$ cat src/design/loader_consts.svh
//==========================================================================
// Loader constants
// Widths, download indices, tape and PRG base addresses, and the
// zero page BASIC pointer locations patched after a PRG load
//==========================================================================
`ifndef LOADER_CONSTS_SVH
`define LOADER_CONSTS_SVH

`define MEM_AW            18
`define TAP_MEM_START     18'h20000
`define PRG_DEFAULT_ADDR  16'hA000

// Download indices from the host
`define IDX_PRG_A         8'h01
`define IDX_PRG_B         8'h41
`define IDX_TAP           8'h81

`define TAP_VERSION_OFS   24'd12
`define INJECT_LAST       5'd31

// BASIC pointers, low byte first in each pair
`define PTR_ADDR_0        16'h002D
`define PTR_ADDR_1        16'h002E
`define PTR_ADDR_2        16'h002F
`define PTR_ADDR_3        16'h0030
`define PTR_ADDR_4        16'h0031
`define PTR_ADDR_5        16'h0032
`define PTR_ADDR_6        16'h00AE
`define PTR_ADDR_7        16'h00AF

`endif

$ cat src/design/loader_pkg.sv
//==========================================================================
// Loader types
// Address and data vectors shared by the loader blocks, and the tape
// fetch state machine encoding
//==========================================================================
`include "loader_consts.svh"

package loader_pkg;

    // Byte address into the loader memory
    typedef logic [`MEM_AW-1:0] mem_addr_t;

    // CPU side or PRG load address
    typedef logic [15:0] cpu_addr_t;

    typedef logic [7:0] byte_t;

    // Byte offset inside the current download
    typedef logic [23:0] dl_addr_t;

    typedef logic [4:0] inject_step_t;

    typedef enum logic [1:0] {
        PLAY_IDLE,
        PLAY_READ,
        PLAY_HOLD
    } play_state_t;

endpackage

$ cat src/design/mem_bus_if.sv
//==========================================================================
// Byte memory bus
// One-cycle request level with write enable, address and data; read
// data returns one cycle after an accepted read
//==========================================================================
`timescale 1ns/100ps

interface mem_bus_if;

    logic                  req;
    logic                  we;
    loader_pkg::mem_addr_t addr;
    loader_pkg::byte_t     wdata;
    loader_pkg::byte_t     rdata;

    // Block that issues requests
    modport requester (
        output req,
        output we,
        output addr,
        output wdata,
        input  rdata
    );

    // Arbiter side of a requester
    modport arbiter (
        input  req,
        input  we,
        input  addr,
        input  wdata,
        output rdata
    );

    modport memory (
        input  req,
        input  we,
        input  addr,
        input  wdata,
        output rdata
    );

endinterface

$ cat src/design/mem_arbiter.sv
//==========================================================================
// Memory arbiter
// Fixed priority grant of one requester per cycle, read data routed
// back to the owner of the read
//==========================================================================
`timescale 1ns/100ps

module mem_arbiter (
    input  logic                  clk_sys_i,
    input  logic                  reset_i,
    input  logic                  p2_h_i,
    input  logic                  cpu_sel_i,
    input  logic                  cpu_we_i,
    input  loader_pkg::cpu_addr_t cpu_addr_i,
    input  loader_pkg::byte_t     cpu_data_i,
    output loader_pkg::byte_t     cpu_data_o,
    mem_bus_if.arbiter            prg_bus,
    mem_bus_if.arbiter            tap_bus,
    mem_bus_if.requester          ram_bus
);

    mem_bus_if cpu_bus ();

    logic              gnt_prg;
    logic              gnt_tap_wr;
    logic              gnt_cpu;
    logic              gnt_tap_rd;
    logic              rd_tap_q;
    logic              rd_cpu_q;
    loader_pkg::byte_t cpu_hold_q;

    // CPU owns the high phase
    assign cpu_bus.req   = cpu_sel_i && p2_h_i;
    assign cpu_bus.we    = cpu_we_i;
    assign cpu_bus.addr  = loader_pkg::mem_addr_t'(cpu_addr_i);
    assign cpu_bus.wdata = cpu_data_i;

    assign gnt_prg    = prg_bus.req;
    assign gnt_tap_wr = !gnt_prg && tap_bus.req && tap_bus.we;
    assign gnt_cpu    = !gnt_prg && !gnt_tap_wr && cpu_bus.req;
    assign gnt_tap_rd = !gnt_prg && !gnt_tap_wr && !gnt_cpu &&
                        tap_bus.req && !tap_bus.we && !p2_h_i;

    always_comb begin
        ram_bus.req = gnt_prg || gnt_tap_wr || gnt_cpu || gnt_tap_rd;
        if (gnt_prg) begin
            ram_bus.we    = prg_bus.we;
            ram_bus.addr  = prg_bus.addr;
            ram_bus.wdata = prg_bus.wdata;
        end else if (gnt_cpu) begin
            ram_bus.we    = cpu_bus.we;
            ram_bus.addr  = cpu_bus.addr;
            ram_bus.wdata = cpu_bus.wdata;
        end else begin
            ram_bus.we    = tap_bus.we;
            ram_bus.addr  = tap_bus.addr;
            ram_bus.wdata = tap_bus.wdata;
        end
    end

    // Owner of the read that returns next cycle
    always_ff @(posedge clk_sys_i) begin
        if (reset_i) begin
            rd_tap_q <= 1'b0;
            rd_cpu_q <= 1'b0;
        end else begin
            rd_tap_q <= gnt_tap_rd;
            rd_cpu_q <= gnt_cpu && !cpu_bus.we;
        end
    end

    always_ff @(posedge clk_sys_i) begin
        if (rd_cpu_q)
            cpu_hold_q <= ram_bus.rdata;
    end

    // PRG loader only writes
    assign prg_bus.rdata = '0;
    assign tap_bus.rdata = rd_tap_q ? ram_bus.rdata : '0;
    assign cpu_bus.rdata = rd_cpu_q ? ram_bus.rdata : cpu_hold_q;
    assign cpu_data_o    = cpu_bus.rdata;

    // Downloads are exclusive, so the two loaders never meet here
    a_no_dl_overlap: assert property (
        @(posedge clk_sys_i) disable iff (reset_i)
        !(prg_bus.req && tap_bus.req));

endmodule

$ cat src/flat_wrapper.sv
// flat-port wrapper written by rule: the top's interface ports become plain ports
module mem_arbiter_flat 
  (clk_sys_i, reset_i, p2_h_i, cpu_sel_i, cpu_we_i, cpu_addr_i, cpu_data_i, cpu_data_o, prg_bus_req, prg_bus_we, prg_bus_addr, prg_bus_wdata, prg_bus_rdata, tap_bus_req, tap_bus_we, tap_bus_addr, tap_bus_wdata, tap_bus_rdata, ram_bus_req, ram_bus_we, ram_bus_addr, ram_bus_wdata, ram_bus_rdata);
  mem_bus_if prg_bus_i ();
  mem_bus_if tap_bus_i ();
  mem_bus_if ram_bus_i ();
  input  logic clk_sys_i;
  input  logic reset_i;
  input  logic p2_h_i;
  input  logic cpu_sel_i;
  input  logic cpu_we_i;
  input  loader_pkg::cpu_addr_t cpu_addr_i;
  input  loader_pkg::byte_t cpu_data_i;
  output loader_pkg::byte_t cpu_data_o;
  input wire logic [$bits(prg_bus_i.req)-1:0] prg_bus_req;
  input wire logic [$bits(prg_bus_i.we)-1:0] prg_bus_we;
  input wire logic [$bits(prg_bus_i.addr)-1:0] prg_bus_addr;
  input wire logic [$bits(prg_bus_i.wdata)-1:0] prg_bus_wdata;
  output wire logic [$bits(prg_bus_i.rdata)-1:0] prg_bus_rdata;
  input wire logic [$bits(tap_bus_i.req)-1:0] tap_bus_req;
  input wire logic [$bits(tap_bus_i.we)-1:0] tap_bus_we;
  input wire logic [$bits(tap_bus_i.addr)-1:0] tap_bus_addr;
  input wire logic [$bits(tap_bus_i.wdata)-1:0] tap_bus_wdata;
  output wire logic [$bits(tap_bus_i.rdata)-1:0] tap_bus_rdata;
  output wire logic [$bits(ram_bus_i.req)-1:0] ram_bus_req;
  output wire logic [$bits(ram_bus_i.we)-1:0] ram_bus_we;
  output wire logic [$bits(ram_bus_i.addr)-1:0] ram_bus_addr;
  output wire logic [$bits(ram_bus_i.wdata)-1:0] ram_bus_wdata;
  input wire logic [$bits(ram_bus_i.rdata)-1:0] ram_bus_rdata;
  assign prg_bus_i.req = prg_bus_req;
  assign prg_bus_i.we = prg_bus_we;
  assign prg_bus_i.addr = prg_bus_addr;
  assign prg_bus_i.wdata = prg_bus_wdata;
  assign prg_bus_rdata = prg_bus_i.rdata;
  assign tap_bus_i.req = tap_bus_req;
  assign tap_bus_i.we = tap_bus_we;
  assign tap_bus_i.addr = tap_bus_addr;
  assign tap_bus_i.wdata = tap_bus_wdata;
  assign tap_bus_rdata = tap_bus_i.rdata;
  assign ram_bus_req = ram_bus_i.req;
  assign ram_bus_we = ram_bus_i.we;
  assign ram_bus_addr = ram_bus_i.addr;
  assign ram_bus_wdata = ram_bus_i.wdata;
  assign ram_bus_i.rdata = ram_bus_rdata;
  mem_arbiter u_core (.clk_sys_i(clk_sys_i), .reset_i(reset_i), .p2_h_i(p2_h_i), .cpu_sel_i(cpu_sel_i), .cpu_we_i(cpu_we_i), .cpu_addr_i(cpu_addr_i), .cpu_data_i(cpu_data_i), .cpu_data_o(cpu_data_o), .prg_bus(prg_bus_i), .tap_bus(tap_bus_i), .ram_bus(ram_bus_i));
endmodule
$ cat config.mk
export PLATFORM = sky130hd
export DESIGN_NAME = mem_arbiter_flat
export DESIGN_NICKNAME = d
export VERILOG_FILES = /design/src/design/loader_pkg.sv /design/src/design/mem_bus_if.sv /design/src/design/mem_arbiter.sv /design/src/flat_wrapper.sv
export VERILOG_INCLUDE_DIRS = /design/src /design/src/design
export SDC_FILE = /design/constraint.sdc
export NUM_CORES = 1
export LEC_CHECK = 0
export ABC_AREA = 0
export ABC_CLOCK_PERIOD_IN_PS = 1100
export BUFFER_PORTS_ARGS = -buffer_cell sky130_fd_sc_hd__buf_2
export CAP_MARGIN = 20
export CORE_MARGIN = 2
export CORE_UTILIZATION = 34
export CTS_CLUSTER_DIAMETER = 150
export DETAILED_ROUTE_END_ITERATION = 6
export PLACE_DENSITY = 0.81
export SYNTH_ARGS = -nofsm -noshare
export SYNTH_HDL_FRONTEND = slang
export SYNTH_SLANG_ARGS = --single-unit
$ cat constraint.sdc
create_clock -name clk_sys_i -period 1.1 [get_ports clk_sys_i]
set_clock_uncertainty 0.05 [all_clocks]
set_input_delay 0.055 -clock clk_sys_i [delete_from_list [all_inputs] [get_ports clk_sys_i]]
set_output_delay 0.055 -clock clk_sys_i [all_outputs]
set_load 0.01 [all_outputs]
==> reports/metrics.yaml <==
hold_viol_final: 0
final_cells: 352
fmax_ghz: 0.8033
min_from: "ram_bus_rdata[4]"
syn_inst: 168
vias_per_cell: 4.918
antenna_found_initial: 0
arrival_ns: 1.14
rows: 22
holdPathEnd: "u_core.cpu_hold_q[4]$_DFF_P_"
yosys-top-cells-area: "nand4b_1 (16%), dfxtp_1 (15%), o311ai_1 (10%), nand2_1 (7.8%), inv_1 (6.9%)"
cp.required_ns: 1.00
rsz0062_at_grt: "yes"
layout_commonest_cell: "buf_2"
dp_hpwl_mm: 3.242
track_usage_pct: 19.26
grt_overflow: 0
initial_core_util_pct: 35.41
final_cell_mix: "buf_2 (127), nand2_1 (27), inv_1 (24), nand4b_1 (24), o311ai_2 (20)"
r2r_setup_slack_ns: 0.03
cap_violations: 0
cts_tree: "yes"
post-place-ws_ns: -0.03893
syn_avg_cell_area_um2: 7.716
finalMaxSlewViolations: 0
setup-tns-final_ns: -1.068
antenna_cells: 0
first_pass_iters: 4
setup_viol_count_final: 8
holdCritPathClass: "input pin to flip-flop"
yosysTopAreaCell: "nand4b_1"
drtAntennaViolNets: 0
grt_pass1_wl_mm: 6.734
vias: 1731
clkTransAtPathRegs_ns: 0.05
avgRoutedWirePerCell_um: 13.14
yosys_warnings: 0
hold_depth: 2
status: "complete, but fails checks"
numPortBuffers: 136
crit_path_max_fanout: 5
p_total_uw: 1883
fin_util_pct: 63.47
worst_r2r_path_depth: 3
die_w_um: 65.75
synth_top_area_share_pct: 16.22
io_pins: 145
final_nets: 399
die_h_um: 65.75
die_area_um2: 4322
ir_worst_vdd_mv: 0.4901
leakage_uw: 0.001210
power-per-cell-area_nw_per_um2: 810.6
coreArea_um2: 3661
crit_type: "flip-flop to output pin"
yosysUniqueCellTypes: 24
min_period_ns: 1.245
cts_sinks: 10
finalWirelength_mm: 4.625
cts_max_level: 1
crit_path_end_kind: "output pin"
synth_seq_cells: 10
grt_pass1_vias: 1626
grt_max_degree: 47
drt_iter0_drc: 67
synth-seq-area-share_pct: 15.44
reg2reg_from: "u_core.rd_cpu_q$_SDFF_PP0_"
cp-start-kind: "flip-flop"
area_growth_pct: 79.25
synthesis.area_um2: 1296
crit-reg2reg-capture: "u_core.cpu_hold_q[1]$_DFF_P_"
violations: "negative setup slack"
dp.cells: 344
gp_congestion: 0.7858
clock_tree.root_cell: "clkbuf_8"
drc_errors: 0
numCtsBuffers: 3
final_layout_size_suffix_gt1_share_pct: 61.84
setup_slack_ns: -0.1448
fin_crit_sh_pct: 113.2
cts_buffer_depth: 2
clk_latency_ns: 0.22
cells by family (layout without fill, tap and decap cells):
group           count (synthesis)  in the layout  synth area share (%)
compound gates                 32             32                 22.49
buf+inv                        49            178                 20.46
mux                             8              8                 6.950
flops                          10             10                 15.44
simple gates                   68             68                 34.36
other cells                     1              8                0.2893
per-stage QoR:
step	cell area (um^2)	hold WS [ns]
global route	2323	0.04897
global placement	2013	0.2170
detailed placement	2013	0.2227
finish	2323	0.03941
floorplan	1323	0.07684
CTS	2178	0.03914
how the worst max path moves through the flow:
stage,from,to,slack [ns],depth (start not counted)
2_1_floorplan,u_core.rd_cpu_q$_SDFF_PP0_,u_core.cpu_hold_q[0]$_DFF_P_,0.09,2
3_3_place_gp,tap_bus_we,ram_bus_addr[1],0.02,6
3_5_place_dp,tap_bus_we,ram_bus_wdata[7],-0.04,6
4_1_cts,u_core.rd_cpu_q$_SDFF_PP0_,cpu_data_o[7],-0.15,3
5_1_grt,u_core.rd_cpu_q$_SDFF_PP0_,cpu_data_o[0],-0.19,3
6_report,u_core.rd_cpu_q$_SDFF_PP0_,cpu_data_o[1],-0.14,3
synth_stat cells (all sizes together):
library cell   n
a211o          1
a21oi          2
and2          11
buf           20
clkbuf         5
conb           1
dfxtp         10
inv           24
mux2           8
nand2         28
nand4b        24
nor2           1
nor2b          1
nor4           1
nor4b          1
o21ai          5
o311ai        24
or2b           1
area by class of cell:
cell class | instances | area (um^2)
Timing Repair Buffer | 151 | 912.1
Inverter | 24 | 90.09
Sequential cell | 10 | 202.7
Clock buffer | 3 | 41.29
Multi-Input combinational cell | 116 | 1017
Fill cell | 317 | 1338
Tap cell | 48 | 60.06
what timing repair did:
item / 4_1_cts / 5_1_grt
setup endpoints to repair: 12 / 29
hold buffers: 2 / 0
resized for setup: 23 / 20
setup buffers: 2 / 1
pin swaps: 0 / 1
hold endpoints to repair: 1 / 0
where the power goes:
group          switching (uW)  internal [uW]  total [uW]  leakage, uW
Clock                     126            238         364    0.0000216
Sequential               22.8            437         460    0.0000843
Combinational             460            599        1060      0.00110
Total                     609           1270        1880      0.00121
state kept, by name (all words and copies together), names as in the netlist:
register	cells
u_core.rd_cpu_q	1
u_core.cpu_hold_q	8
u_core.rd_tap_q	1
critical path, stage by stage (launching register included):
cell	delay [ns]
dfxtp_2	0.34
buf_6	0.13
mux2_4	0.32
buf_6	0.12
metal layers:
layer  vias up  share of wire [%]  routed length [um]  track usage [%]
li1        860                  -                   -                -
met2        82                 56                2572            38.76
met4         0               0.43                  20            4.427
met1       785                 36                1643            19.88
met3         4                8.4                 389            3.938
met5         -                  0                   0                0
Power figures use the tool's default switching activity.
