`src/design/loader_consts.svh`:
```
//==========================================================================
// Loader constants
// Widths, download indices, tape and PRG base addresses, and the
// zero page BASIC pointer locations patched after a PRG load
//==========================================================================
`ifndef LOADER_CONSTS_SVH
`define LOADER_CONSTS_SVH

`define MEM_AW            18
`define TAP_MEM_START     18'h20000
`define PRG_DEFAULT_ADDR  16'hA000

// Download indices from the host
`define IDX_PRG_A         8'h01
`define IDX_PRG_B         8'h41
`define IDX_TAP           8'h81

`define TAP_VERSION_OFS   24'd12
`define INJECT_LAST       5'd31

// BASIC pointers, low byte first in each pair
`define PTR_ADDR_0        16'h002D
`define PTR_ADDR_1        16'h002E
`define PTR_ADDR_2        16'h002F
`define PTR_ADDR_3        16'h0030
`define PTR_ADDR_4        16'h0031
`define PTR_ADDR_5        16'h0032
`define PTR_ADDR_6        16'h00AE
`define PTR_ADDR_7        16'h00AF

`endif

```
`src/design/loader_pkg.sv`:
```
//==========================================================================
// Loader types
// Address and data vectors shared by the loader blocks, and the tape
// fetch state machine encoding
//==========================================================================
`include "loader_consts.svh"

package loader_pkg;

    // Byte address into the loader memory
    typedef logic [`MEM_AW-1:0] mem_addr_t;

    // CPU side or PRG load address
    typedef logic [15:0] cpu_addr_t;

    typedef logic [7:0] byte_t;

    // Byte offset inside the current download
    typedef logic [23:0] dl_addr_t;

    typedef logic [4:0] inject_step_t;

    typedef enum logic [1:0] {
        PLAY_IDLE,
        PLAY_READ,
        PLAY_HOLD
    } play_state_t;

endpackage

```
`src/design/mem_bus_if.sv`:
```
//==========================================================================
// Byte memory bus
// One-cycle request level with write enable, address and data; read
// data returns one cycle after an accepted read
//==========================================================================
`timescale 1ns/100ps

interface mem_bus_if;

    logic                  req;
    logic                  we;
    loader_pkg::mem_addr_t addr;
    loader_pkg::byte_t     wdata;
    loader_pkg::byte_t     rdata;

    // Block that issues requests
    modport requester (
        output req,
        output we,
        output addr,
        output wdata,
        input  rdata
    );

    // Arbiter side of a requester
    modport arbiter (
        input  req,
        input  we,
        input  addr,
        input  wdata,
        output rdata
    );

    modport memory (
        input  req,
        input  we,
        input  addr,
        input  wdata,
        output rdata
    );

endinterface

```
`src/design/tape_streamer.sv`:
```
//==========================================================================
// Tape streamer
// Stores TAP downloads from the tape base address and feeds the stored
// bytes to the cassette FIFO, one byte per CPU phase pair
//==========================================================================
`timescale 1ns/100ps
`include "loader_consts.svh"

module tape_streamer (
    input  logic                 clk_sys_i,
    input  logic                 reset_i,
    input  logic                 dl_active_i,
    input  logic                 dl_wr_i,
    input  loader_pkg::byte_t    dl_index_i,
    input  loader_pkg::dl_addr_t dl_addr_i,
    input  loader_pkg::byte_t    dl_data_i,
    input  logic                 p2_h_i,
    input  logic                 tap_full_i,
    output loader_pkg::byte_t    tap_byte_o,
    output logic                 tap_wrreq_o,
    output logic                 tap_version_o,
    output logic                 tap_restart_o,
    mem_bus_if.requester         bus
);

    loader_pkg::play_state_t state;
    loader_pkg::mem_addr_t   tap_addr;
    loader_pkg::mem_addr_t   tap_next;
    loader_pkg::mem_addr_t   tap_end;
    loader_pkg::mem_addr_t   play_addr;
    loader_pkg::mem_addr_t   addr_q;
    loader_pkg::byte_t       wdata_q;
    logic                    tap_dl;
    logic                    p2_d;
    logic                    p2_fall;
    logic                    p2_rise;
    logic                    play_go;
    logic                    req_q;
    logic                    we_q;
    logic                    rd_q;

    assign tap_dl   = dl_active_i && dl_index_i == `IDX_TAP;
    assign tap_next = (dl_addr_i == '0) ? `TAP_MEM_START : tap_addr + 1'b1;
    assign p2_fall  = p2_d && !p2_h_i;
    assign p2_rise  = !p2_d && p2_h_i;

    // Fetch only in a low phase, with data left and room in the FIFO
    assign play_go = state == loader_pkg::PLAY_IDLE && p2_fall && !dl_active_i &&
                     play_addr != tap_end && !tap_full_i;

    //==========================================================================
    // Download capture and playback FSM
    //==========================================================================
    always_ff @(posedge clk_sys_i) begin
        if (reset_i) begin
            state         <= loader_pkg::PLAY_IDLE;
            p2_d          <= 1'b0;
            req_q         <= 1'b0;
            rd_q          <= 1'b0;
            tap_wrreq_o   <= 1'b0;
            tap_version_o <= 1'b0;
            tap_restart_o <= 1'b1;
            play_addr     <= `TAP_MEM_START;
            tap_end       <= `TAP_MEM_START;
        end else begin
            p2_d          <= p2_h_i;
            req_q         <= 1'b0;
            rd_q          <= state == loader_pkg::PLAY_READ;
            tap_wrreq_o   <= 1'b0;
            tap_restart_o <= tap_dl;
            if (tap_dl) begin
                state     <= loader_pkg::PLAY_IDLE;
                play_addr <= `TAP_MEM_START;
                if (dl_wr_i) begin
                    req_q   <= 1'b1;
                    tap_end <= tap_next + 1'b1;
                    if (dl_addr_i == `TAP_VERSION_OFS)
                        tap_version_o <= dl_data_i[0];
                end
            end else begin
                case (state)
                    loader_pkg::PLAY_IDLE: begin
                        if (play_go) begin
                            req_q <= 1'b1;
                            state <= loader_pkg::PLAY_READ;
                        end
                    end
                    loader_pkg::PLAY_READ: state <= loader_pkg::PLAY_HOLD;
                    loader_pkg::PLAY_HOLD: begin
                        // Hand the byte over on the next high phase
                        if (p2_rise) begin
                            tap_wrreq_o <= 1'b1;
                            play_addr   <= play_addr + 1'b1;
                            state       <= loader_pkg::PLAY_IDLE;
                        end
                    end
                    default: state <= loader_pkg::PLAY_IDLE;
                endcase
            end
        end
    end

    always_ff @(posedge clk_sys_i) begin
        if (tap_dl && dl_wr_i) begin
            tap_addr <= tap_next;
            we_q     <= 1'b1;
            addr_q   <= tap_next;
            wdata_q  <= dl_data_i;
        end else if (play_go) begin
            we_q   <= 1'b0;
            addr_q <= play_addr;
        end
        if (rd_q)
            tap_byte_o <= bus.rdata;
    end

    assign bus.req   = req_q;
    assign bus.we    = we_q;
    assign bus.addr  = addr_q;
    assign bus.wdata = wdata_q;

    a_wrreq_single: assert property (
        @(posedge clk_sys_i) disable iff (reset_i)
        tap_wrreq_o |=> !tap_wrreq_o);

endmodule

```
`src/flat_wrapper.sv`:
```
// flat-port wrapper written by rule: the top's interface ports become plain ports
module tape_streamer_flat 
  (clk_sys_i, reset_i, dl_active_i, dl_wr_i, dl_index_i, dl_addr_i, dl_data_i, p2_h_i, tap_full_i, tap_byte_o, tap_wrreq_o, tap_version_o, tap_restart_o, bus_req, bus_we, bus_addr, bus_wdata, bus_rdata);
  mem_bus_if bus_i ();
  input  logic clk_sys_i;
  input  logic reset_i;
  input  logic dl_active_i;
  input  logic dl_wr_i;
  input  loader_pkg::byte_t dl_index_i;
  input  loader_pkg::dl_addr_t dl_addr_i;
  input  loader_pkg::byte_t dl_data_i;
  input  logic p2_h_i;
  input  logic tap_full_i;
  output loader_pkg::byte_t tap_byte_o;
  output logic tap_wrreq_o;
  output logic tap_version_o;
  output logic tap_restart_o;
  output wire logic [$bits(bus_i.req)-1:0] bus_req;
  output wire logic [$bits(bus_i.we)-1:0] bus_we;
  output wire logic [$bits(bus_i.addr)-1:0] bus_addr;
  output wire logic [$bits(bus_i.wdata)-1:0] bus_wdata;
  input wire logic [$bits(bus_i.rdata)-1:0] bus_rdata;
  assign bus_req = bus_i.req;
  assign bus_we = bus_i.we;
  assign bus_addr = bus_i.addr;
  assign bus_wdata = bus_i.wdata;
  assign bus_i.rdata = bus_rdata;
  tape_streamer u_core (.clk_sys_i(clk_sys_i), .reset_i(reset_i), .dl_active_i(dl_active_i), .dl_wr_i(dl_wr_i), .dl_index_i(dl_index_i), .dl_addr_i(dl_addr_i), .dl_data_i(dl_data_i), .p2_h_i(p2_h_i), .tap_full_i(tap_full_i), .tap_byte_o(tap_byte_o), .tap_wrreq_o(tap_wrreq_o), .tap_version_o(tap_version_o), .tap_restart_o(tap_restart_o), .bus(bus_i));
endmodule
```
`config.mk`:
```
export PLATFORM = sky130hd
export DESIGN_NAME = tape_streamer_flat
export DESIGN_NICKNAME = d
export VERILOG_FILES = /design/src/design/loader_pkg.sv /design/src/design/mem_bus_if.sv /design/src/design/tape_streamer.sv /design/src/flat_wrapper.sv
export VERILOG_INCLUDE_DIRS = /design/src /design/src/design
export SDC_FILE = /design/constraint.sdc
export NUM_CORES = 1
export LEC_CHECK = 0
export BUFFER_PORTS_ARGS = -buffer_cell sky130_fd_sc_hd__buf_4
export CORE_MARGIN = 1.5
export CORE_UTILIZATION = 40
export CTS_BUF_LIST = sky130_fd_sc_hd__clkbuf_4 sky130_fd_sc_hd__clkbuf_8 sky130_fd_sc_hd__clkbuf_16
export CTS_CLUSTER_SIZE = 14
export DETAILED_ROUTE_END_ITERATION = 8
export GPL_TIMING_DRIVEN = 0
export HOLD_SLACK_MARGIN = 0.03
export MAX_ROUTING_LAYER = met4
export PLACE_DENSITY = 0.69
export REMOVE_ABC_BUFFERS = 1
export SLEW_MARGIN = 20
export SYNTH_ARGS = -nofsm -noshare
export SYNTH_HDL_FRONTEND = slang
export SYNTH_SLANG_ARGS = --single-unit
```
`constraint.sdc`:
```
create_clock -name clk_sys_i -period 4 [get_ports clk_sys_i]
set_input_delay 0.6 -clock clk_sys_i [delete_from_list [all_inputs] [get_ports clk_sys_i]]
set_output_delay 0.6 -clock clk_sys_i [all_outputs]
set_load 0.02 [all_outputs]
```
==> impl.org <==
** GRT
- Global-route total usage across every layer :: around 18%
- The number of global-route vias before repair is 3,587.
- GRT overflow :: 0
- The first global-routing pass estimated around 18 mm of wire.
- Largest net degree at the start of global routing :: 66
- Initial antenna violation count :: 0

** Status
- The flow ran to the end, but the final reports show violations.
- Violations in the final reports :: design-rule violations

** Setup path
- Top Family by Delay on Critical Path :: simple AND/OR/NAND/NOR gates
- Crit-path cells :: buf_4, nor4_1, and4_1, and2_1, nor2_1, ha_1, and4b_1, o21ai_0, a211oi_1, o211ai_1, nor4_2, xnor2_1, a211oi_2
- Buf/Inv on CP :: 1
- Category of the worst setup path capture point :: flop
- Maximum fanout along the worst path :: 15
- The worst setup path is of the in2reg kind.
- For the worst setup path, the data required time is 4.26 ns.
- Library cell contributing the largest single delay on the critical path :: sky130_fd_sc_hd__and2_1
- Crit path DAT :: 3.66 ns
- The worst setup path is launched from a primary input.
- Worst path max stage delay :: ~0.55 ns

** Detailed routing
- First drt pass iteration count :: 6
- DRC violation count after routing :: 10
- The routed design has 10.8 mm of wire.
- The detail route stage leaves a number of antenna-violating nets equal to 0.
- Drt first-iter violations :: 255
- After detailed routing, the average wire length per cell comes to ~15 um.
- Total number of vias :: 3,656
- Dividing the detail-routed via count by the number of cells gives approximately 5.2.

** Floorplan
- Row generation in the floorplan step produced 39 rows.
- Effective utilization at floorplan :: between 40% and 50%
- Horizontal extent of the die :: 112 um
- From bottom edge to top edge, the die measures around 110 um.
- The die covers between 10,000 and 15,000 um2.
- Top Ports :: 93
- The core region is around 12,000 um2.

** Synthesis
- Cell variety after synth :: 60
- For this run, the leading register cell type out of synthesis is sky130_fd_sc_hd__edfxtp_1.
- The mapped netlist covers 4750 um2.
- Number of enable-type register cells in the synthesized netlist :: 52
- The commonest cells after synthesis are sky130_fd_sc_hd__nand2_1, sky130_fd_sc_hd__nor2_1, sky130_fd_sc_hd__edfxtp_1.
- Area fraction of the dominant cell type after synthesis :: 32.9%
- Counting flops and latches in the post-synthesis netlist gives 97.
- Sequential share of the synthesized area :: between 50% and 60%
- Of all cell types, the one taking the most synthesized area is sky130_fd_sc_hd__edfxtp_1.
- Yosys attributes the largest share of cell area to sky130_fd_sc_hd__edfxtp_1, sky130_fd_sc_hd__dfxtp_1, sky130_fd_sc_hd__xnor2_1.
- After synthesis, the share of flip-flops with an asynchronous set or reset is 0%.
- Synthesized instance count :: around 470
- YS warnings :: 0
- By instance count, the leading cell after synthesis is sky130_fd_sc_hd__nand2_1.
- Synthesized area per cell :: roughly 10 um2

** STA
- Number of setup violations in the final report :: 0
- The hold violation count in the final report was 0.
- The max-slew violation count was 0.
- Fmax :: roughly 290 MHz
- Rel. slew slack :: 38.7%
- Worst-case clock skew :: about 0.0097 ns
- Dividing the final minimum period by the clock period gives between 80% and 90%.
- For the pin with the worst max-slew slack, the measured transition is ~0.92 ns.
- The worst path meets setup with 0.596 ns of slack.
- Setup repair after global routing missed its margin :: false
- The routed design could run at a clock period as short as around 3.4 ns.

** Clock network
- In this run, post-CTS hold repair placed 0 buffers.
- Setup bufs post-CTS :: 0
- In this run, post-CTS repair resized a total of 0 instances.
- CTS tree :: done
- Root buffer selected by CTS :: sky130_fd_sc_hd__clkbuf_16
- # clock sinks :: between 90 and 100
- Number of H-tree levels :: 3
- Clock input transition at the sequential cells of the worst setup and hold paths :: roughly 0.070 ns
- Clock latency of the later-clocked register in the worst-skew pair :: 0.35 ns
- Clock tree synthesis inserted a total of 9 buffers.
- Maximum clock path buffer count :: 2

** Pwr
- Worst vdd rail ir drop :: roughly 0.00020 V
- For this design the ratio of total power to cell area is about 330 nW/um2.
- The design draws between 1.5 and 2 mW.
- For this design the static power due to leakage is about 2.1 nW.

** Flow run
- Number of maximum-capacitance constraint violations :: 0

** Finish
- Final layout net count :: between 600 and 700
- From synthesis to final layout, the design area changed by 22.2%.
- 0 antenna diodes ended up in the layout.
- Fraction of final layout cells sized beyond drive strength 1 :: between 20% and 30%
- Share of the core filled with cells in the final layout :: between 50% and 60%

** Placement
- Worst Setup Slack post-DPL :: ~0.23 ns
- Number of buffers inserted by port buffering :: slightly above 90
- Global placer's final weighted congestion :: approximately 0.92
- Once detailed placement completed, the half-perimeter wirelength came to between 7 and 8 mm.

** Worst hold path
- The path class of the tightest hold or removal check is in2reg.
state kept, by name, indices dropped and copies added (netlist names):
name                  flops
u_core.bus.addr          18
u_core.play_addr         18
u_core.tap_addr          18
u_core.tap_end           18
u_core.bus.wdata          8
u_core.tap_byte_o         8
u_core.state              2
u_core.bus.req            1
u_core.bus.we             1
u_core.p2_d               1
u_core.rd_q               1
u_core.tap_restart_o      1
u_core.tap_version_o      1
u_core.tap_wrreq_o        1
through the flow:
stage	instances	hold WS, ns	instance area [um2]	TNS, ns
finish	697	0.426	5810	0
global route	697	0.416	5810	0
CTS	697	0.417	5810	0
detailed placement	681	0.441	5520	0
global placement	681	0.434	5520	-28.13
floorplan	446	0.439	4650	0
per-layer routing:
metal  up-vias  global-route usage (%)  part of all wire [%]
li1       1824                       -                     -
met3        14                    2.67                   4.6
met5         -                       -                     0
met4         0                    6.75                   1.3
met1      1712                    22.8                    46
met2       106                    29.6                    48
worst register-to-register path, stage by stage, from the launching register on:
cell and delay [ns]:
sky130_fd_sc_hd__edfxtp_1 0.50, sky130_fd_sc_hd__ha_1 0.34, sky130_fd_sc_hd__and2_1 0.19, sky130_fd_sc_hd__ha_1 0.31, sky130_fd_sc_hd__and4b_1 0.22, sky130_fd_sc_hd__o21ai_0 0.11
sky130_fd_sc_hd__a211oi_1 0.28, sky130_fd_sc_hd__o211ai_1 0.27, sky130_fd_sc_hd__nor4_2 0.34, sky130_fd_sc_hd__xnor2_1 0.13, sky130_fd_sc_hd__a211oi_2 0.24
path summary, 6_finish.rpt:
path,start,end,slack (ns),depth (start not counted)
setup / recovery,dl_addr_i[10],u_core.tap_end[16],0.60,13
hold / removal,bus_rdata[2],u_core.tap_byte_o[2],0.43,1
setup reg to reg,u_core.tap_addr[0],u_core.tap_end[16],0.98,10
hold reg to reg,u_core.bus.we,u_core.bus.we,0.45,2
placed cells by master, fill, tap and decap left out, drive strengths merged, types with 6 or more instances in the layout:
| master | instances |
|---|---|
| nor4 | 16 |
| inv | 14 |
| a211oi | 12 |
| xor2 | 22 |
| xnor2 | 36 |
| edfxtp | 52 |
| nand2 | 66 |
| o21ai | 10 |
| and2 | 7 |
| and3 | 6 |
| nand4 | 12 |
| nor2 | 56 |
| nand3 | 18 |
| a21oi | 12 |
| buf | 92 |
| dfxtp | 45 |
| clkbuf | 9 |
final cells by class:
class / count / area, um2
clock buffer: 9 / 225
clock inverter: 7 / 61.3
fill: 1033 / 5710
inverter: 11 / 43.8
multi-input combinational: 338 / 2150
sequential: 97 / 2460
tap: 143 / 179
timing repair buffer: 92 / 691
logic make-up (layout without fill, tap and decap cells):
logic type / count (synthesis) / count (layout) / synth area share [%]
AO/OA/AOI/OAI: 54 / 54 / 7.87
XOR/XNOR: 58 / 58 / 10.8
adder cells (fa/ha/maj): 3 / 3 / 0.790
buffers and inverters: 31 / 119 / 3.05
flip-flops: 97 / 97 / 51.8
multiplexers: 7 / 7 / 1.58
AND/OR/NAND/NOR: 216 / 216 / 24.0
report_power, final:
part / switching, mW / internal, mW / total [mW]
registers: 0.00116 / 1.04 / 1.04
logic: 0.0219 / 0.0380 / 0.0599
clock network: 0.399 / 0.434 / 0.833
total: 0.422 / 1.51 / 1.94
Power figures use the tool's default switching activity.
