===== src/design/loader_consts.svh =====
//==========================================================================
// Loader constants
// Widths, download indices, tape and PRG base addresses, and the
// zero page BASIC pointer locations patched after a PRG load
//==========================================================================
`ifndef LOADER_CONSTS_SVH
`define LOADER_CONSTS_SVH

`define MEM_AW            18
`define TAP_MEM_START     18'h20000
`define PRG_DEFAULT_ADDR  16'hA000

// Download indices from the host
`define IDX_PRG_A         8'h01
`define IDX_PRG_B         8'h41
`define IDX_TAP           8'h81

`define TAP_VERSION_OFS   24'd12
`define INJECT_LAST       5'd31

// BASIC pointers, low byte first in each pair
`define PTR_ADDR_0        16'h002D
`define PTR_ADDR_1        16'h002E
`define PTR_ADDR_2        16'h002F
`define PTR_ADDR_3        16'h0030
`define PTR_ADDR_4        16'h0031
`define PTR_ADDR_5        16'h0032
`define PTR_ADDR_6        16'h00AE
`define PTR_ADDR_7        16'h00AF

`endif


===== src/design/loader_pkg.sv =====
//==========================================================================
// Loader types
// Address and data vectors shared by the loader blocks, and the tape
// fetch state machine encoding
//==========================================================================
`include "loader_consts.svh"

package loader_pkg;

    // Byte address into the loader memory
    typedef logic [`MEM_AW-1:0] mem_addr_t;

    // CPU side or PRG load address
    typedef logic [15:0] cpu_addr_t;

    typedef logic [7:0] byte_t;

    // Byte offset inside the current download
    typedef logic [23:0] dl_addr_t;

    typedef logic [4:0] inject_step_t;

    typedef enum logic [1:0] {
        PLAY_IDLE,
        PLAY_READ,
        PLAY_HOLD
    } play_state_t;

endpackage


===== src/design/mem_bus_if.sv =====
//==========================================================================
// Byte memory bus
// One-cycle request level with write enable, address and data; read
// data returns one cycle after an accepted read
//==========================================================================
`timescale 1ns/100ps

interface mem_bus_if;

    logic                  req;
    logic                  we;
    loader_pkg::mem_addr_t addr;
    loader_pkg::byte_t     wdata;
    loader_pkg::byte_t     rdata;

    // Block that issues requests
    modport requester (
        output req,
        output we,
        output addr,
        output wdata,
        input  rdata
    );

    // Arbiter side of a requester
    modport arbiter (
        input  req,
        input  we,
        input  addr,
        input  wdata,
        output rdata
    );

    modport memory (
        input  req,
        input  we,
        input  addr,
        input  wdata,
        output rdata
    );

endinterface


===== src/design/prg_loader.sv =====
//==========================================================================
// PRG loader
// Writes PRG download bytes at their load address, patches the BASIC
// pointers when the download ends and fires the auto reset for $A000
//==========================================================================
`timescale 1ns/100ps
`include "loader_consts.svh"

module prg_loader (
    input  logic                 clk_sys_i,
    input  logic                 reset_i,
    input  logic                 dl_active_i,
    input  logic                 dl_wr_i,
    input  logic                 no_load_addr_i,
    input  loader_pkg::byte_t    dl_index_i,
    input  loader_pkg::dl_addr_t dl_addr_i,
    input  loader_pkg::byte_t    dl_data_i,
    output logic                 force_reset_o,
    mem_bus_if.requester         bus
);

    logic                     prg_dl;
    logic                     prg_dl_d;
    logic                     hdr_byte;
    logic                     inject_wr;
    logic                     auto_reset;
    logic                     req_q;
    loader_pkg::cpu_addr_t    prg_addr;
    loader_pkg::cpu_addr_t    addr_next;
    loader_pkg::cpu_addr_t    ptr_addr;
    loader_pkg::cpu_addr_t    addr_q;
    loader_pkg::byte_t        wdata_q;
    loader_pkg::inject_step_t inject_step;

    assign prg_dl = dl_active_i &&
                    (dl_index_i == `IDX_PRG_A || dl_index_i == `IDX_PRG_B);

    // Odd steps 1 to 15 write one pointer byte each
    assign inject_wr = inject_step[0] && !inject_step[4];

    //==========================================================================
    // Load address tracking
    //==========================================================================
    always_comb begin
        addr_next = prg_addr + 16'd1;
        hdr_byte  = 1'b0;
        if (no_load_addr_i) begin
            if (dl_addr_i == '0)
                addr_next = `PRG_DEFAULT_ADDR;
        end else if (dl_addr_i == 24'd0) begin
            addr_next = {prg_addr[15:8], dl_data_i};
            hdr_byte  = 1'b1;
        end else if (dl_addr_i == 24'd1) begin
            addr_next = {dl_data_i, prg_addr[7:0]};
            hdr_byte  = 1'b1;
        end else if (dl_addr_i == 24'd2) begin
            // First payload byte goes to the header address itself
            addr_next = prg_addr;
        end
    end

    // Pointer location for the current inject step
    always_comb begin
        case (inject_step[3:1])
            3'd0:    ptr_addr = `PTR_ADDR_0;
            3'd1:    ptr_addr = `PTR_ADDR_1;
            3'd2:    ptr_addr = `PTR_ADDR_2;
            3'd3:    ptr_addr = `PTR_ADDR_3;
            3'd4:    ptr_addr = `PTR_ADDR_4;
            3'd5:    ptr_addr = `PTR_ADDR_5;
            3'd6:    ptr_addr = `PTR_ADDR_6;
            default: ptr_addr = `PTR_ADDR_7;
        endcase
    end

    //==========================================================================
    // Write requests, inject sequence and auto reset
    //==========================================================================
    always_ff @(posedge clk_sys_i) begin
        if (reset_i) begin
            prg_dl_d      <= 1'b0;
            req_q         <= 1'b0;
            auto_reset    <= 1'b0;
            inject_step   <= '0;
            force_reset_o <= 1'b0;
        end else begin
            prg_dl_d      <= prg_dl;
            req_q         <= 1'b0;
            force_reset_o <= 1'b0;
            if (prg_dl && dl_wr_i) begin
                req_q <= !hdr_byte;
                if (!hdr_byte && addr_next == `PRG_DEFAULT_ADDR)
                    auto_reset <= 1'b1;
            end
            // Counter wraps back to idle after the last step
            if (prg_dl_d && !prg_dl)
                inject_step <= 5'd1;
            else if (inject_step != '0)
                inject_step <= inject_step + 5'd1;
            if (inject_wr)
                req_q <= 1'b1;
            if (inject_step == `INJECT_LAST) begin
                force_reset_o <= auto_reset;
                auto_reset    <= 1'b0;
            end
        end
    end

    always_ff @(posedge clk_sys_i) begin
        if (prg_dl && dl_wr_i) begin
            prg_addr <= addr_next;
            addr_q   <= addr_next;
            wdata_q  <= dl_data_i;
        end
        if (inject_wr) begin
            addr_q  <= ptr_addr;
            wdata_q <= inject_step[1] ? prg_addr[15:8] : prg_addr[7:0];
        end
    end

    assign bus.req   = req_q;
    assign bus.we    = 1'b1;
    assign bus.addr  = loader_pkg::mem_addr_t'(addr_q);
    assign bus.wdata = wdata_q;

    // A strobe during inject must not add a download write
    a_no_dl_during_inject: assert property (
        @(posedge clk_sys_i) disable iff (reset_i)
        (inject_step != '0 && dl_wr_i) |=> (!bus.req || $past(inject_wr)));

endmodule


===== src/flat_wrapper.sv =====
// flat-port wrapper written by rule: the top's interface ports become plain ports
module prg_loader_flat 
  (clk_sys_i, reset_i, dl_active_i, dl_wr_i, no_load_addr_i, dl_index_i, dl_addr_i, dl_data_i, force_reset_o, bus_req, bus_we, bus_addr, bus_wdata, bus_rdata);
  mem_bus_if bus_i ();
  input  logic clk_sys_i;
  input  logic reset_i;
  input  logic dl_active_i;
  input  logic dl_wr_i;
  input  logic no_load_addr_i;
  input  loader_pkg::byte_t dl_index_i;
  input  loader_pkg::dl_addr_t dl_addr_i;
  input  loader_pkg::byte_t dl_data_i;
  output logic force_reset_o;
  output wire logic [$bits(bus_i.req)-1:0] bus_req;
  output wire logic [$bits(bus_i.we)-1:0] bus_we;
  output wire logic [$bits(bus_i.addr)-1:0] bus_addr;
  output wire logic [$bits(bus_i.wdata)-1:0] bus_wdata;
  input wire logic [$bits(bus_i.rdata)-1:0] bus_rdata;
  assign bus_req = bus_i.req;
  assign bus_we = bus_i.we;
  assign bus_addr = bus_i.addr;
  assign bus_wdata = bus_i.wdata;
  assign bus_i.rdata = bus_rdata;
  prg_loader u_core (.clk_sys_i(clk_sys_i), .reset_i(reset_i), .dl_active_i(dl_active_i), .dl_wr_i(dl_wr_i), .no_load_addr_i(no_load_addr_i), .dl_index_i(dl_index_i), .dl_addr_i(dl_addr_i), .dl_data_i(dl_data_i), .force_reset_o(force_reset_o), .bus(bus_i));
endmodule

===== config.mk =====
export PLATFORM = sky130hd
export DESIGN_NAME = prg_loader_flat
export DESIGN_NICKNAME = d
export VERILOG_FILES = /design/src/design/loader_pkg.sv /design/src/design/mem_bus_if.sv /design/src/design/prg_loader.sv /design/src/flat_wrapper.sv
export VERILOG_INCLUDE_DIRS = /design/src /design/src/design
export SDC_FILE = /design/constraint.sdc
export NUM_CORES = 1
export LEC_CHECK = 0
export ABC_AREA = 1
export CAP_MARGIN = 20
export CORE_ASPECT_RATIO = 1.25
export CORE_MARGIN = 3
export CORE_UTILIZATION = 45
export DETAILED_ROUTE_END_ITERATION = 8
export DONT_BUFFER_PORTS = 1
export PLACE_DENSITY = 0.59
export SYNTH_ARGS = -nofsm -noshare
export SYNTH_HDL_FRONTEND = slang
export SYNTH_SLANG_ARGS = --single-unit

===== constraint.sdc =====
create_clock -name clk_sys_i -period 3.9 [get_ports clk_sys_i]
set_input_delay 0.39 -clock clk_sys_i [delete_from_list [all_inputs] [get_ports clk_sys_i]]
set_output_delay 0.39 -clock clk_sys_i [all_outputs]
set_load 0.05 [all_outputs]

==> impl_metrics.env, run 1 <==
export IMPL_status="finished, final reports clean"
export IMPL_setup_viol=0
export IMPL_grt_ovfl_total=0
export IMPL_max_slew_margin_rel_pct=35.9
export IMPL_clock_root_buffer="clkbuf_8"
export IMPL_drt_first_pass_iters=6
export IMPL_vias_per_cell=5.39
export IMPL_area_growth_syn_to_layout_pct=6.76
export IMPL_synth_seq_cells=49
export IMPL_stdcell_count=504
export IMPL_critical_path_arrival_ns=2.35
export IMPL_start_util_pct=46.5
export IMPL_hold_depth=1
export IMPL_slew_violations=0
export IMPL_holdBufCountCts=0
export IMPL_clk_latency_ns=0.31
export IMPL_htreeDepth=2
export IMPL_ios=82
export IMPL_syn_inst=414
export IMPL_drv_cap=0
export IMPL_cp_num_cells=6
export IMPL_final_cell_mix="nand2_1 (122), nor2_1 (58), inv_1 (50), edfxtp_1 (40), nand3_1 (28)"
export IMPL_path_cells="inv_1 > nor2_1 > buf_4 > clkinv_1 > nand2_1 > buf_8"
export IMPL_grt_pass1_wl_mm=12.4
export IMPL_skew_ns=0.00594
export IMPL_cts_clk_slew_worst_paths_ns=0.10
export IMPL_die_w_um=79.9
export IMPL_grt_use_total_pct=20.4
export IMPL_hp_class="in2reg"
export IMPL_drt_wl_total_mm=7.77
export IMPL_avgRoutedWirePerCell_um=15.4
export IMPL_final_hold_violation_count=0
export IMPL_core_sq_um=6610
export IMPL_die_area_sq_um=7860
export IMPL_grt_pass1_vias=2583
export IMPL_endpoint_kind="flop"
export IMPL_fin_crit_sh_pct=59.7
export IMPL_antenna_cells=0
export IMPL_seq_area_frac_synth_pct=45.0
export IMPL_nFillCells=677
export IMPL_p_leak_nw=1.42
export IMPL_path_class="reg2reg"
export IMPL_drt_iter0_drc=294
export IMPL_die_y_um=98.4
export IMPL_post_cts_buffers=0
export IMPL_via_count=2719
export IMPL_yosysWarnings=0
export IMPL_worst_pin_slew_ns=0.960
export IMPL_antenna_found_initial=0
export IMPL_fin_area_sq_um=3280
export IMPL_drive_above_1_share_pct=6.95
export IMPL_slowest_stage="nand2_1"
export IMPL_cts_buffers=5
export IMPL_worstPathMaxFanout=28
export IMPL_hold_slack_ns=0.138
export IMPL_ctsResizeCount=0
export IMPL_required_ns=3.93
export IMPL_synth_area_sq_um=3070
export IMPL_layout_nets=473
export IMPL_cts_tree="yes"
export IMPL_max_clock_freq_ghz=0.429
export IMPL_rows=33
export IMPL_cp_buffers_inverters=4
export IMPL_rsz0062_at_grt="no"
export IMPL_place_congestion=0.910
export IMPL_finalCriticalPeriod_ns=2.33
export IMPL_ir_worst_vdd_v=0.000217
export IMPL_reg2reg_depth=6
export IMPL_post_place_cells=495
export IMPL_avgSynthCellArea_sq_um=7.42
export IMPL_port_buffer_count=0
export IMPL_cts_buffer_depth=2
export IMPL_dp_hpwl_mm=5.82
export IMPL_slowest_delay_ns=0.56
export IMPL_cts_sinks=49
export IMPL_powerDensity_nw_per_um2=402
export IMPL_tns_ns=0
export IMPL_ant_nets=0
export IMPL_grt_start_max_net_pins=29
export IMPL_dpl_cell_area_sq_um=3140
export IMPL_critical_path_startpoint_type="flop"
export IMPL_drc_errors=0
export IMPL_critPathTopFamily="buffers and inverters"
export IMPL_final_common_cell="nand2_1"
export IMPL_synth_distinct_cells=39
==> worst paths after layout <==
path                                           start                            endpoint  slack (ns)
setup reg to reg  u_core.inject_step[0]$_SDFFE_PP0P_     u_core.addr_q[13]$_SDFFCE_PP0P_        1.57
hold / removal                               reset_i  u_core.inject_step[0]$_SDFFE_PP0P_        0.14
setup / recovery  u_core.inject_step[0]$_SDFFE_PP0P_     u_core.addr_q[13]$_SDFFCE_PP0P_        1.57
hold reg to reg       u_core.auto_reset$_SDFFE_PP0P_      u_core.auto_reset$_SDFFE_PP0P_        0.47
==> flip-flops by register name (all words and copies together), names as in the netlist <==
name / count
u_core.addr_q: 16
u_core.auto_reset: 1
u_core.bus.req: 1
u_core.bus.wdata: 8
u_core.force_reset_o: 1
u_core.inject_step: 5
u_core.prg_addr: 16
u_core.prg_dl_d: 1
==> synth_stat cells <==
master	number	area share (%)
edfxtp_1	40	39
inv_1	50	6.1
conb_1	2	0.24
nor3_1	2	0.33
a21boi_0	1	0.24
nor2_2	4	0.81
nand3_1	28	4.6
o21ai_1	1	0.16
nor2_4	1	0.37
o21a_1	1	0.24
clkinv_1	2	0.24
xor2_1	4	1.1
o31ai_1	1	0.24
nor3b_1	1	0.24
nand2_1	122	15
buf_8	1	0.49
buf_6	1	0.37
ha_1	4	1.6
nand2_2	4	0.81
o21bai_1	1	0.24
nand4_1	7	1.4
nand2_4	1	0.37
clkinv_4	1	0.29
a21oi_2	1	0.29
and2_1	1	0.20
nand3_2	4	1.3
a22oi_1	2	0.49
clkbuf_1	3	0.37
o22ai_1	4	0.81
xnor2_1	1	0.29
nor4_1	5	1.0
buf_2	1	0.16
a21oi_1	21	3.4
buf_4	3	0.73
o21ai_0	18	2.9
a31oi_1	1	0.20
inv_2	1	0.12
dfxtp_1	9	5.9
nor2_1	59	7.2
==> power by group <==
part / switching (mW) / total, mW / leakage, nW / internal [mW]
registers: 0.138 / 0.768 / 0.436 / 0.630
logic: 0.115 / 0.162 / 0.923 / 0.0468
clock network: 0.181 / 0.388 / 0.0651 / 0.207
==> kinds of logic after synthesis <==
logic type	Yosys count	share of synthesized area, %
other	2	0.244
AOI/OAI and AO/OA	52	9.29
buffers and inverters	63	8.88
xor gates and xnor gates	5	1.43
and+or+nand+nor	239	33.6
DFF	49	45.0
adders and majority gates	4	1.63
==> stage by stage <==
step | utilization, % | setup WS, ns | power [mW]
global route | 49.6 | 1.33 | 1.36
finish | 49.6 | 1.57 | 1.32
global placement | 47.5 | 1.37 | 0.935
floorplan | - | 1.95 | 0.892
CTS | 49.4 | 1.30 | 1.32
detailed placement | 47.5 | 1.35 | 0.939
==> metal layers <==
| metal | up-vias | routed length [um] | track usage (%) |
|---|---|---|---|
| met5 | - | 0 | 0 |
| met4 | 0 | 231 | 9.75 |
| met3 | 20 | 557 | 4.43 |
| met2 | 124 | 3770 | 32.9 |
| met1 | 1225 | 3210 | 25.6 |
| li1 | 1350 | - | - |
==> cell type report <==
| type | count | area (sq um) | share of cell area, % |
|---|---|---|---|
| Inverter | 54 | 208 | 6.33 |
| Sequential cell | 49 | 1380 | 42.1 |
| Tap cell | 87 | 109 | 3.32 |
| Clock inverter | 1 | 8.76 | 0.267 |
| Multi-Input combinational cell | 303 | 1420 | 43.4 |
| Timing Repair Buffer | 3 | 30.0 | 0.916 |
| Clock buffer | 7 | 119 | 3.62 |
==> worst register-to-register path: stages (launching register included) <==
cell and delay, ns:
dfxtp_1 0.37, inv_1 0.09, nor2_1 0.09, buf_4 0.30, clkinv_1 0.39, nand2_1 0.56
buf_8 0.23
No activity file was read; power rests on OpenSTA's default activity.
==> run 2, diff against run 1 <==
==> constraint.sdc (replaced) <==
create_clock -name clk_sys_i -period 2.2 [get_ports clk_sys_i]
set_input_delay 0.22 -clock clk_sys_i [delete_from_list [all_inputs] [get_ports clk_sys_i]]
set_output_delay 0.22 -clock clk_sys_i [all_outputs]
set_load 0.05 [all_outputs]
==> run 2 against run 1 <==
Count of clock-buffer cells in the layout unchanged. Non-clock buffer count up 16. Critical path type unchanged. Worst setup slack worse by 1.3 ns. Final cell count up 3.2%.
==> impl_metrics.env, run 2 (synthesis gave the netlist of run 1 again) <==
export IMPL_grt_pass1_vias=2644
export IMPL_ant_nets=0
export IMPL_avgRoutedWirePerCell_um=15.1
export IMPL_area_growth_syn_to_layout_pct=10.3
export IMPL_setup_viol=0
export IMPL_antenna_cells=0
export IMPL_dpl_cell_area_sq_um=3220
export IMPL_endpoint_kind="flop"
export IMPL_slowest_stage="edfxtp_1"
export IMPL_drc_errors=0
export IMPL_slew_violations=0
export IMPL_fin_crit_sh_pct=89.9
export IMPL_critical_path_startpoint_type="flop"
export IMPL_grt_ovfl_total=0
export IMPL_grt_pass1_wl_mm=12.5
export IMPL_start_util_pct=46.5
export IMPL_via_count=2759
export IMPL_cp_buffers_inverters=1
export IMPL_r2r_setup_slack_ns=0.22
export IMPL_cts_buffers=5
export IMPL_ios=82
export IMPL_cts_sinks=49
export IMPL_fin_area_sq_um=3390
export IMPL_final_hold_violation_count=0
export IMPL_dp_hpwl_mm=6.01
export IMPL_reg2reg_depth=17
export IMPL_ir_worst_vdd_v=0.000315
export IMPL_required_ns=2.44
export IMPL_die_w_um=79.9
export IMPL_reg2reg_from="u_core.prg_addr[0]$_DFFE_PP_"
export IMPL_hold_slack_ns=0.0885
export IMPL_max_clock_freq_ghz=0.506
export IMPL_worstPathMaxFanout=4
export IMPL_final_cell_mix="nand2_1 (122), nor2_1 (58), inv_1 (50), edfxtp_1 (40), nand3_1 (27)"
export IMPL_hold_depth=3
export IMPL_p_leak_nw=1.48
export IMPL_htreeDepth=2
export IMPL_slowest_delay_ns=0.42
export IMPL_antenna_found_initial=0
export IMPL_hp_class="in2reg"
export IMPL_tns_ns=0
export IMPL_clk_latency_ns=0.30
export IMPL_path_cells="ha_4 > nand3_4 > nor2_1 > nand3_1 > nand2_1 > nand2_1 > inv_1 > nand2_1 > nand2_1 > nand2_1 > nand2_1 > nand2_2 > nor2_1 > nand2_1 > nor2_1 > nand2_1 > a21oi_2"
export IMPL_path_class="reg2reg"
export IMPL_vias_per_cell=5.31
export IMPL_powerDensity_nw_per_um2=646
export IMPL_grt_start_max_net_pins=28
export IMPL_final_common_cell="nand2_1"
export IMPL_r2r_end="u_core.auto_reset$_SDFFE_PP0P_"
export IMPL_grt_use_total_pct=20.3
export IMPL_cts_tree="yes"
export IMPL_core_sq_um=6610
export IMPL_finalCriticalPeriod_ns=1.98
export IMPL_die_area_sq_um=7860
export IMPL_critPathTopFamily="simple AND/OR/NAND/NOR gates"
export IMPL_drt_iter0_drc=217
export IMPL_clock_root_buffer="clkbuf_8"
export IMPL_drive_above_1_share_pct=10.4
export IMPL_place_congestion=0.946
export IMPL_rows=33
export IMPL_critical_path_arrival_ns=2.22
export IMPL_worstHoldStart="reset_i"
export IMPL_status="finished, final reports clean"
export IMPL_layout_nets=489
export IMPL_cts_clk_slew_worst_paths_ns=0.09
export IMPL_timing_hold_worst_endpoint="u_core.auto_reset$_SDFFE_PP0P_"
export IMPL_postLayoutSetupSlackWorst_ns=0.222
export IMPL_skew_ns=0.00417
export IMPL_port_buffer_count=0
export IMPL_path_common_cell="nand2_1"
export IMPL_cts_buffer_depth=2
export IMPL_drt_wl_total_mm=7.84
export IMPL_die_y_um=98.4
export IMPL_drt_first_pass_iters=4
export IMPL_dp_slack_ns=0.116
export IMPL_drv_cap=0
run 2: worst max path at each step:
stage / start / depth (start not counted) / slack [ns] / end
2_1_floorplan: u_core.inject_step[0]$_SDFFE_PP0P_ / 4 / 0.25 / u_core.addr_q[0]$_DFFE_PP_
3_3_place_gp: u_core.prg_addr[1]$_DFFE_PP_ / 17 / 0.14 / u_core.auto_reset$_SDFFE_PP0P_
3_5_place_dp: u_core.prg_addr[1]$_DFFE_PP_ / 17 / 0.12 / u_core.auto_reset$_SDFFE_PP0P_
4_1_cts: u_core.prg_addr[1]$_DFFE_PP_ / 17 / 0.09 / u_core.auto_reset$_SDFFE_PP0P_
5_1_grt: u_core.prg_addr[0]$_DFFE_PP_ / 17 / -0.0003 / u_core.auto_reset$_SDFFE_PP0P_
6_report: u_core.prg_addr[0]$_DFFE_PP_ / 17 / 0.22 / u_core.auto_reset$_SDFFE_PP0P_
run 2: report_power, final:
group	switching (mW)	total, mW	leakage [nW]	internal [mW]
clock	0.298	0.524	0.0385	0.226
combinational	0.209	0.305	1.01	0.0960
sequential	0.243	1.36	0.436	1.12
run 2: per-layer routing:
| metal | track usage (%) | routed length, um | vias up |
|---|---|---|---|
| met5 | 0 | 0 | - |
| met4 | 7.15 | 186 | 0 |
| met3 | 4.61 | 633 | 15 |
| met2 | 34.1 | 3920 | 117 |
| met1 | 25.4 | 3110 | 1240 |
| li1 | - | - | 1387 |
run 2: repair_timing:
action | in CTS | in global routing
endpoints found under the setup margin | 0 | 1
hold endpoints to repair | 4 | 0
resized for setup | 0 | 6
setup buffers | 0 | 6
hold buffers | 1 | 0
run 2: worst min-delay path, stage by stage:
cell and delay (ns):
inv_1 0.03, nand2_1 0.06, a21oi_2 0.03
run 2: final cells by class:
type	instances	area, sq um
multi-input cells	303	1450
flip-flops and latches	49	1380
clock inverters	1	7.51
clock buffers	7	76.3
repair buffers	19	158
inverters	54	208
fillers	677	3220
well taps	87	109
run 2: through the flow:
stage / utilization (%) / power, mW / std cells
detailed placement: 48.8 / 1.69 / 505
global placement: 48.8 / 1.69 / 505
floorplan: - / 1.58 / 415
global route: 51.3 / 2.29 / 520
CTS: 50.2 / 2.21 / 514
finish: 51.3 / 2.19 / 520
==> run 3, diff against run 2 <==
--- a/config.mk
+++ b/config.mk
@@ -8,12 +8,14 @@
 export LEC_CHECK = 0
 export ABC_AREA = 1
 export CAP_MARGIN = 20
+export CELL_PAD_IN_SITES_DETAIL_PLACEMENT = 0
+export CELL_PAD_IN_SITES_GLOBAL_PLACEMENT = 2
 export CORE_ASPECT_RATIO = 1.25
 export CORE_MARGIN = 3
-export CORE_UTILIZATION = 45
+export CORE_UTILIZATION = 35
 export DETAILED_ROUTE_END_ITERATION = 8
 export DONT_BUFFER_PORTS = 1
-export PLACE_DENSITY = 0.59
+export PLACE_DENSITY = 0.78
 export SYNTH_ARGS = -nofsm -noshare
 export SYNTH_HDL_FRONTEND = slang
 export SYNTH_SLANG_ARGS = --single-unit
==> run 3 against run 2 <==
Final cell count increased by 6.7%. Flip-flop and latch count unchanged. Sequential share of layout area decreased by 0.88 points. Via count decreased by 0.58%. Clock skew increased by 0.0057 ns. Global-route usage decreased by 2.6 points. Worst setup slack improved by 0.0029 ns. Critical path type unchanged. Critical endpoint unchanged.
==> impl_metrics.env, run 3 (synthesis gave the netlist of run 1 again) <==
export IMPL_status="finished, final reports clean"
export IMPL_nFillCells=905
export IMPL_clk_latency_ns=0.31
export IMPL_ant_nets=0
export IMPL_drt_first_pass_iters=4
export IMPL_htreeDepth=2
export IMPL_cts_buffers=5
export IMPL_max_clock_freq_ghz=0.506
export IMPL_clock_root_buffer="clkbuf_8"
export IMPL_critical_path_arrival_ns=2.23
export IMPL_drt_wl_total_mm=8.83
export IMPL_rows=37
export IMPL_path_class="reg2reg"
export IMPL_final_common_cell="nand2_1"
export IMPL_tns_ns=0
export IMPL_layout_nets=494
export IMPL_setup_viol=0
export IMPL_place_congestion=0.889
export IMPL_powerDensity_nw_per_um2=673
export IMPL_hp_class="in2reg"
export IMPL_grt_pass1_vias=2813
export IMPL_grt_start_max_net_pins=29
export IMPL_grt_use_total_pct=17.8
export IMPL_slowest_stage="edfxtp_1"
export IMPL_slowest_delay_ns=0.45
export IMPL_vias_per_cell=4.94
export IMPL_die_area_sq_um=9940
export IMPL_total_power_mw=2.33
export IMPL_path_cells="nand2_1 > nor2_2 > nand2_1 > inv_2 > nand2_1 > nand2_1 > nand3_1 > nand2_1 > nand2_1 > nand2_1 > nand2_1 > nor2_1 > nand2_1 > nor2_1 > nand2_1 > a21oi_2"
export IMPL_skew_ns=0.00986
export IMPL_critPathTopFamily="simple AND/OR/NAND/NOR gates"
export IMPL_drt_iter0_drc=120
export IMPL_start_util_pct=36.7
export IMPL_die_w_um=89.8
export IMPL_finalCriticalPeriod_ns=1.98
export IMPL_final_cell_mix="nand2_1 (122), nor2_1 (58), inv_1 (49), edfxtp_1 (40), nand3_1 (28)"
export IMPL_core_sq_um=8380
export IMPL_fin_crit_sh_pct=89.8
export IMPL_multiInputGateArea_sq_um=1430
export IMPL_slew_violations=0
export IMPL_path_common_cell="nand2_1"
export IMPL_cts_clk_slew_worst_paths_ns=0.10
export IMPL_grt_ovfl_total=0
export IMPL_die_y_um=111
export IMPL_via_count=2743
export IMPL_drv_cap=0
export IMPL_ir_worst_vdd_v=0.000347
export IMPL_regArea_sq_um=1380
export IMPL_antenna_cells=0
export IMPL_critical_path_startpoint_type="flop"
export IMPL_rsz0062_at_grt="no"
export IMPL_dp_hpwl_mm=6.87
export IMPL_cp_buffers_inverters=1
export IMPL_port_buffer_count=0
export IMPL_ios=82
export IMPL_cts_sinks=49
export IMPL_cts_buffer_depth=2
export IMPL_grt_pass1_wl_mm=14.0
export IMPL_cts_tree="yes"
export IMPL_required_ns=2.45
export IMPL_antenna_found_initial=0
export IMPL_drive_above_1_share_pct=11.6
export IMPL_endpoint_kind="flop"
export IMPL_final_hold_violation_count=0
export IMPL_p_leak_nw=1.52
export IMPL_worstPathMaxFanout=6
export IMPL_area_growth_syn_to_layout_pct=12.7
export IMPL_drc_errors=0
export IMPL_avgRoutedWirePerCell_um=15.9
## run 3: changes by cell type in the layout (fill, tap and decap cells not counted), sizes merged
cell	delta
buf	+5
bufinv	+1
clkbuf	-1
clkinv	+1
clkinvlp	-1
## run 3: where the power goes
| group | switching (mW) | internal [mW] | total [mW] |
|---|---|---|---|
| clock network | 0.324 | 0.342 | 0.666 |
| logic | 0.211 | 0.0920 | 0.303 |
| registers | 0.245 | 1.12 | 1.36 |
## run 3: cell type report
type | instances | area share (%)
Inverter | 54 | 6.00
Clock inverter | 2 | 1.12
Timing Repair Buffer | 24 | 5.27
Sequential cell | 49 | 39.9
Clock buffer | 6 | 2.10
Tap cell | 117 | 4.23
Multi-Input combinational cell | 303 | 41.4
## run 3: final timing paths
check	depth (start not counted)	endpoint	slack (ns)	from
worst max-delay path	16	u_core.auto_reset$_SDFFE_PP0P_	0.22	u_core.prg_addr[4]$_DFFE_PP_
worst min-delay path	3	u_core.auto_reset$_SDFFE_PP0P_	0.08	reset_i
worst max register to register	16	u_core.auto_reset$_SDFFE_PP0P_	0.22	u_core.prg_addr[4]$_DFFE_PP_
worst min register to register	2	u_core.force_reset_o$_SDFF_PP0_	0.47	u_core.auto_reset$_SDFFE_PP0P_
## run 3: through the flow
step | utilization, % | worst slack [ns] | hold slack [ns] | cell area [sq um] | std cells
after floorplan | - | 0.247 | 0.289 | 3080 | 415
after global placement | 39.5 | 0.170 | 0.293 | 3310 | 543
after detailed placement | 39.5 | 0.144 | 0.297 | 3310 | 543
after CTS | 40.9 | 0.114 | 0.0726 | 3430 | 552
after global routing | 41.3 | 0.00240 | 0.0667 | 3460 | 555
final | 41.3 | 0.225 | 0.0792 | 3460 | 555
## run 3: worst reg2reg max path, cell delays in order, from the launching register on
cell      delay, ns
edfxtp_1       0.45
nand2_1        0.13
nor2_2         0.16
nand2_1        0.11
inv_2          0.08
nand2_1        0.06
nand2_1        0.08
nand3_1        0.06
nand2_1        0.06
nand2_1        0.05
nand2_1        0.07
nand2_1        0.10
nor2_1         0.13
nand2_1        0.11
nor2_1         0.10
nand2_1        0.07
a21oi_2        0.11
## run 3: what timing repair did
item	4_1_cts	5_1_grt
hold endpoints to repair	4	0
gates resized for setup	0	5
setup buffers	0	3
hold buffers	1	0
endpoints found under the setup margin	0	1
## run 3: layer usage
metal | vias to the layer above | track usage, % | part of all wire (%)
li1 | 1391 | - | -
met1 | 1257 | 19.9 | 40
met2 | 75 | 33.3 | 52
met3 | 20 | 2.92 | 5.0
met4 | 0 | 6.75 | 2.8
met5 | - | 0 | 0
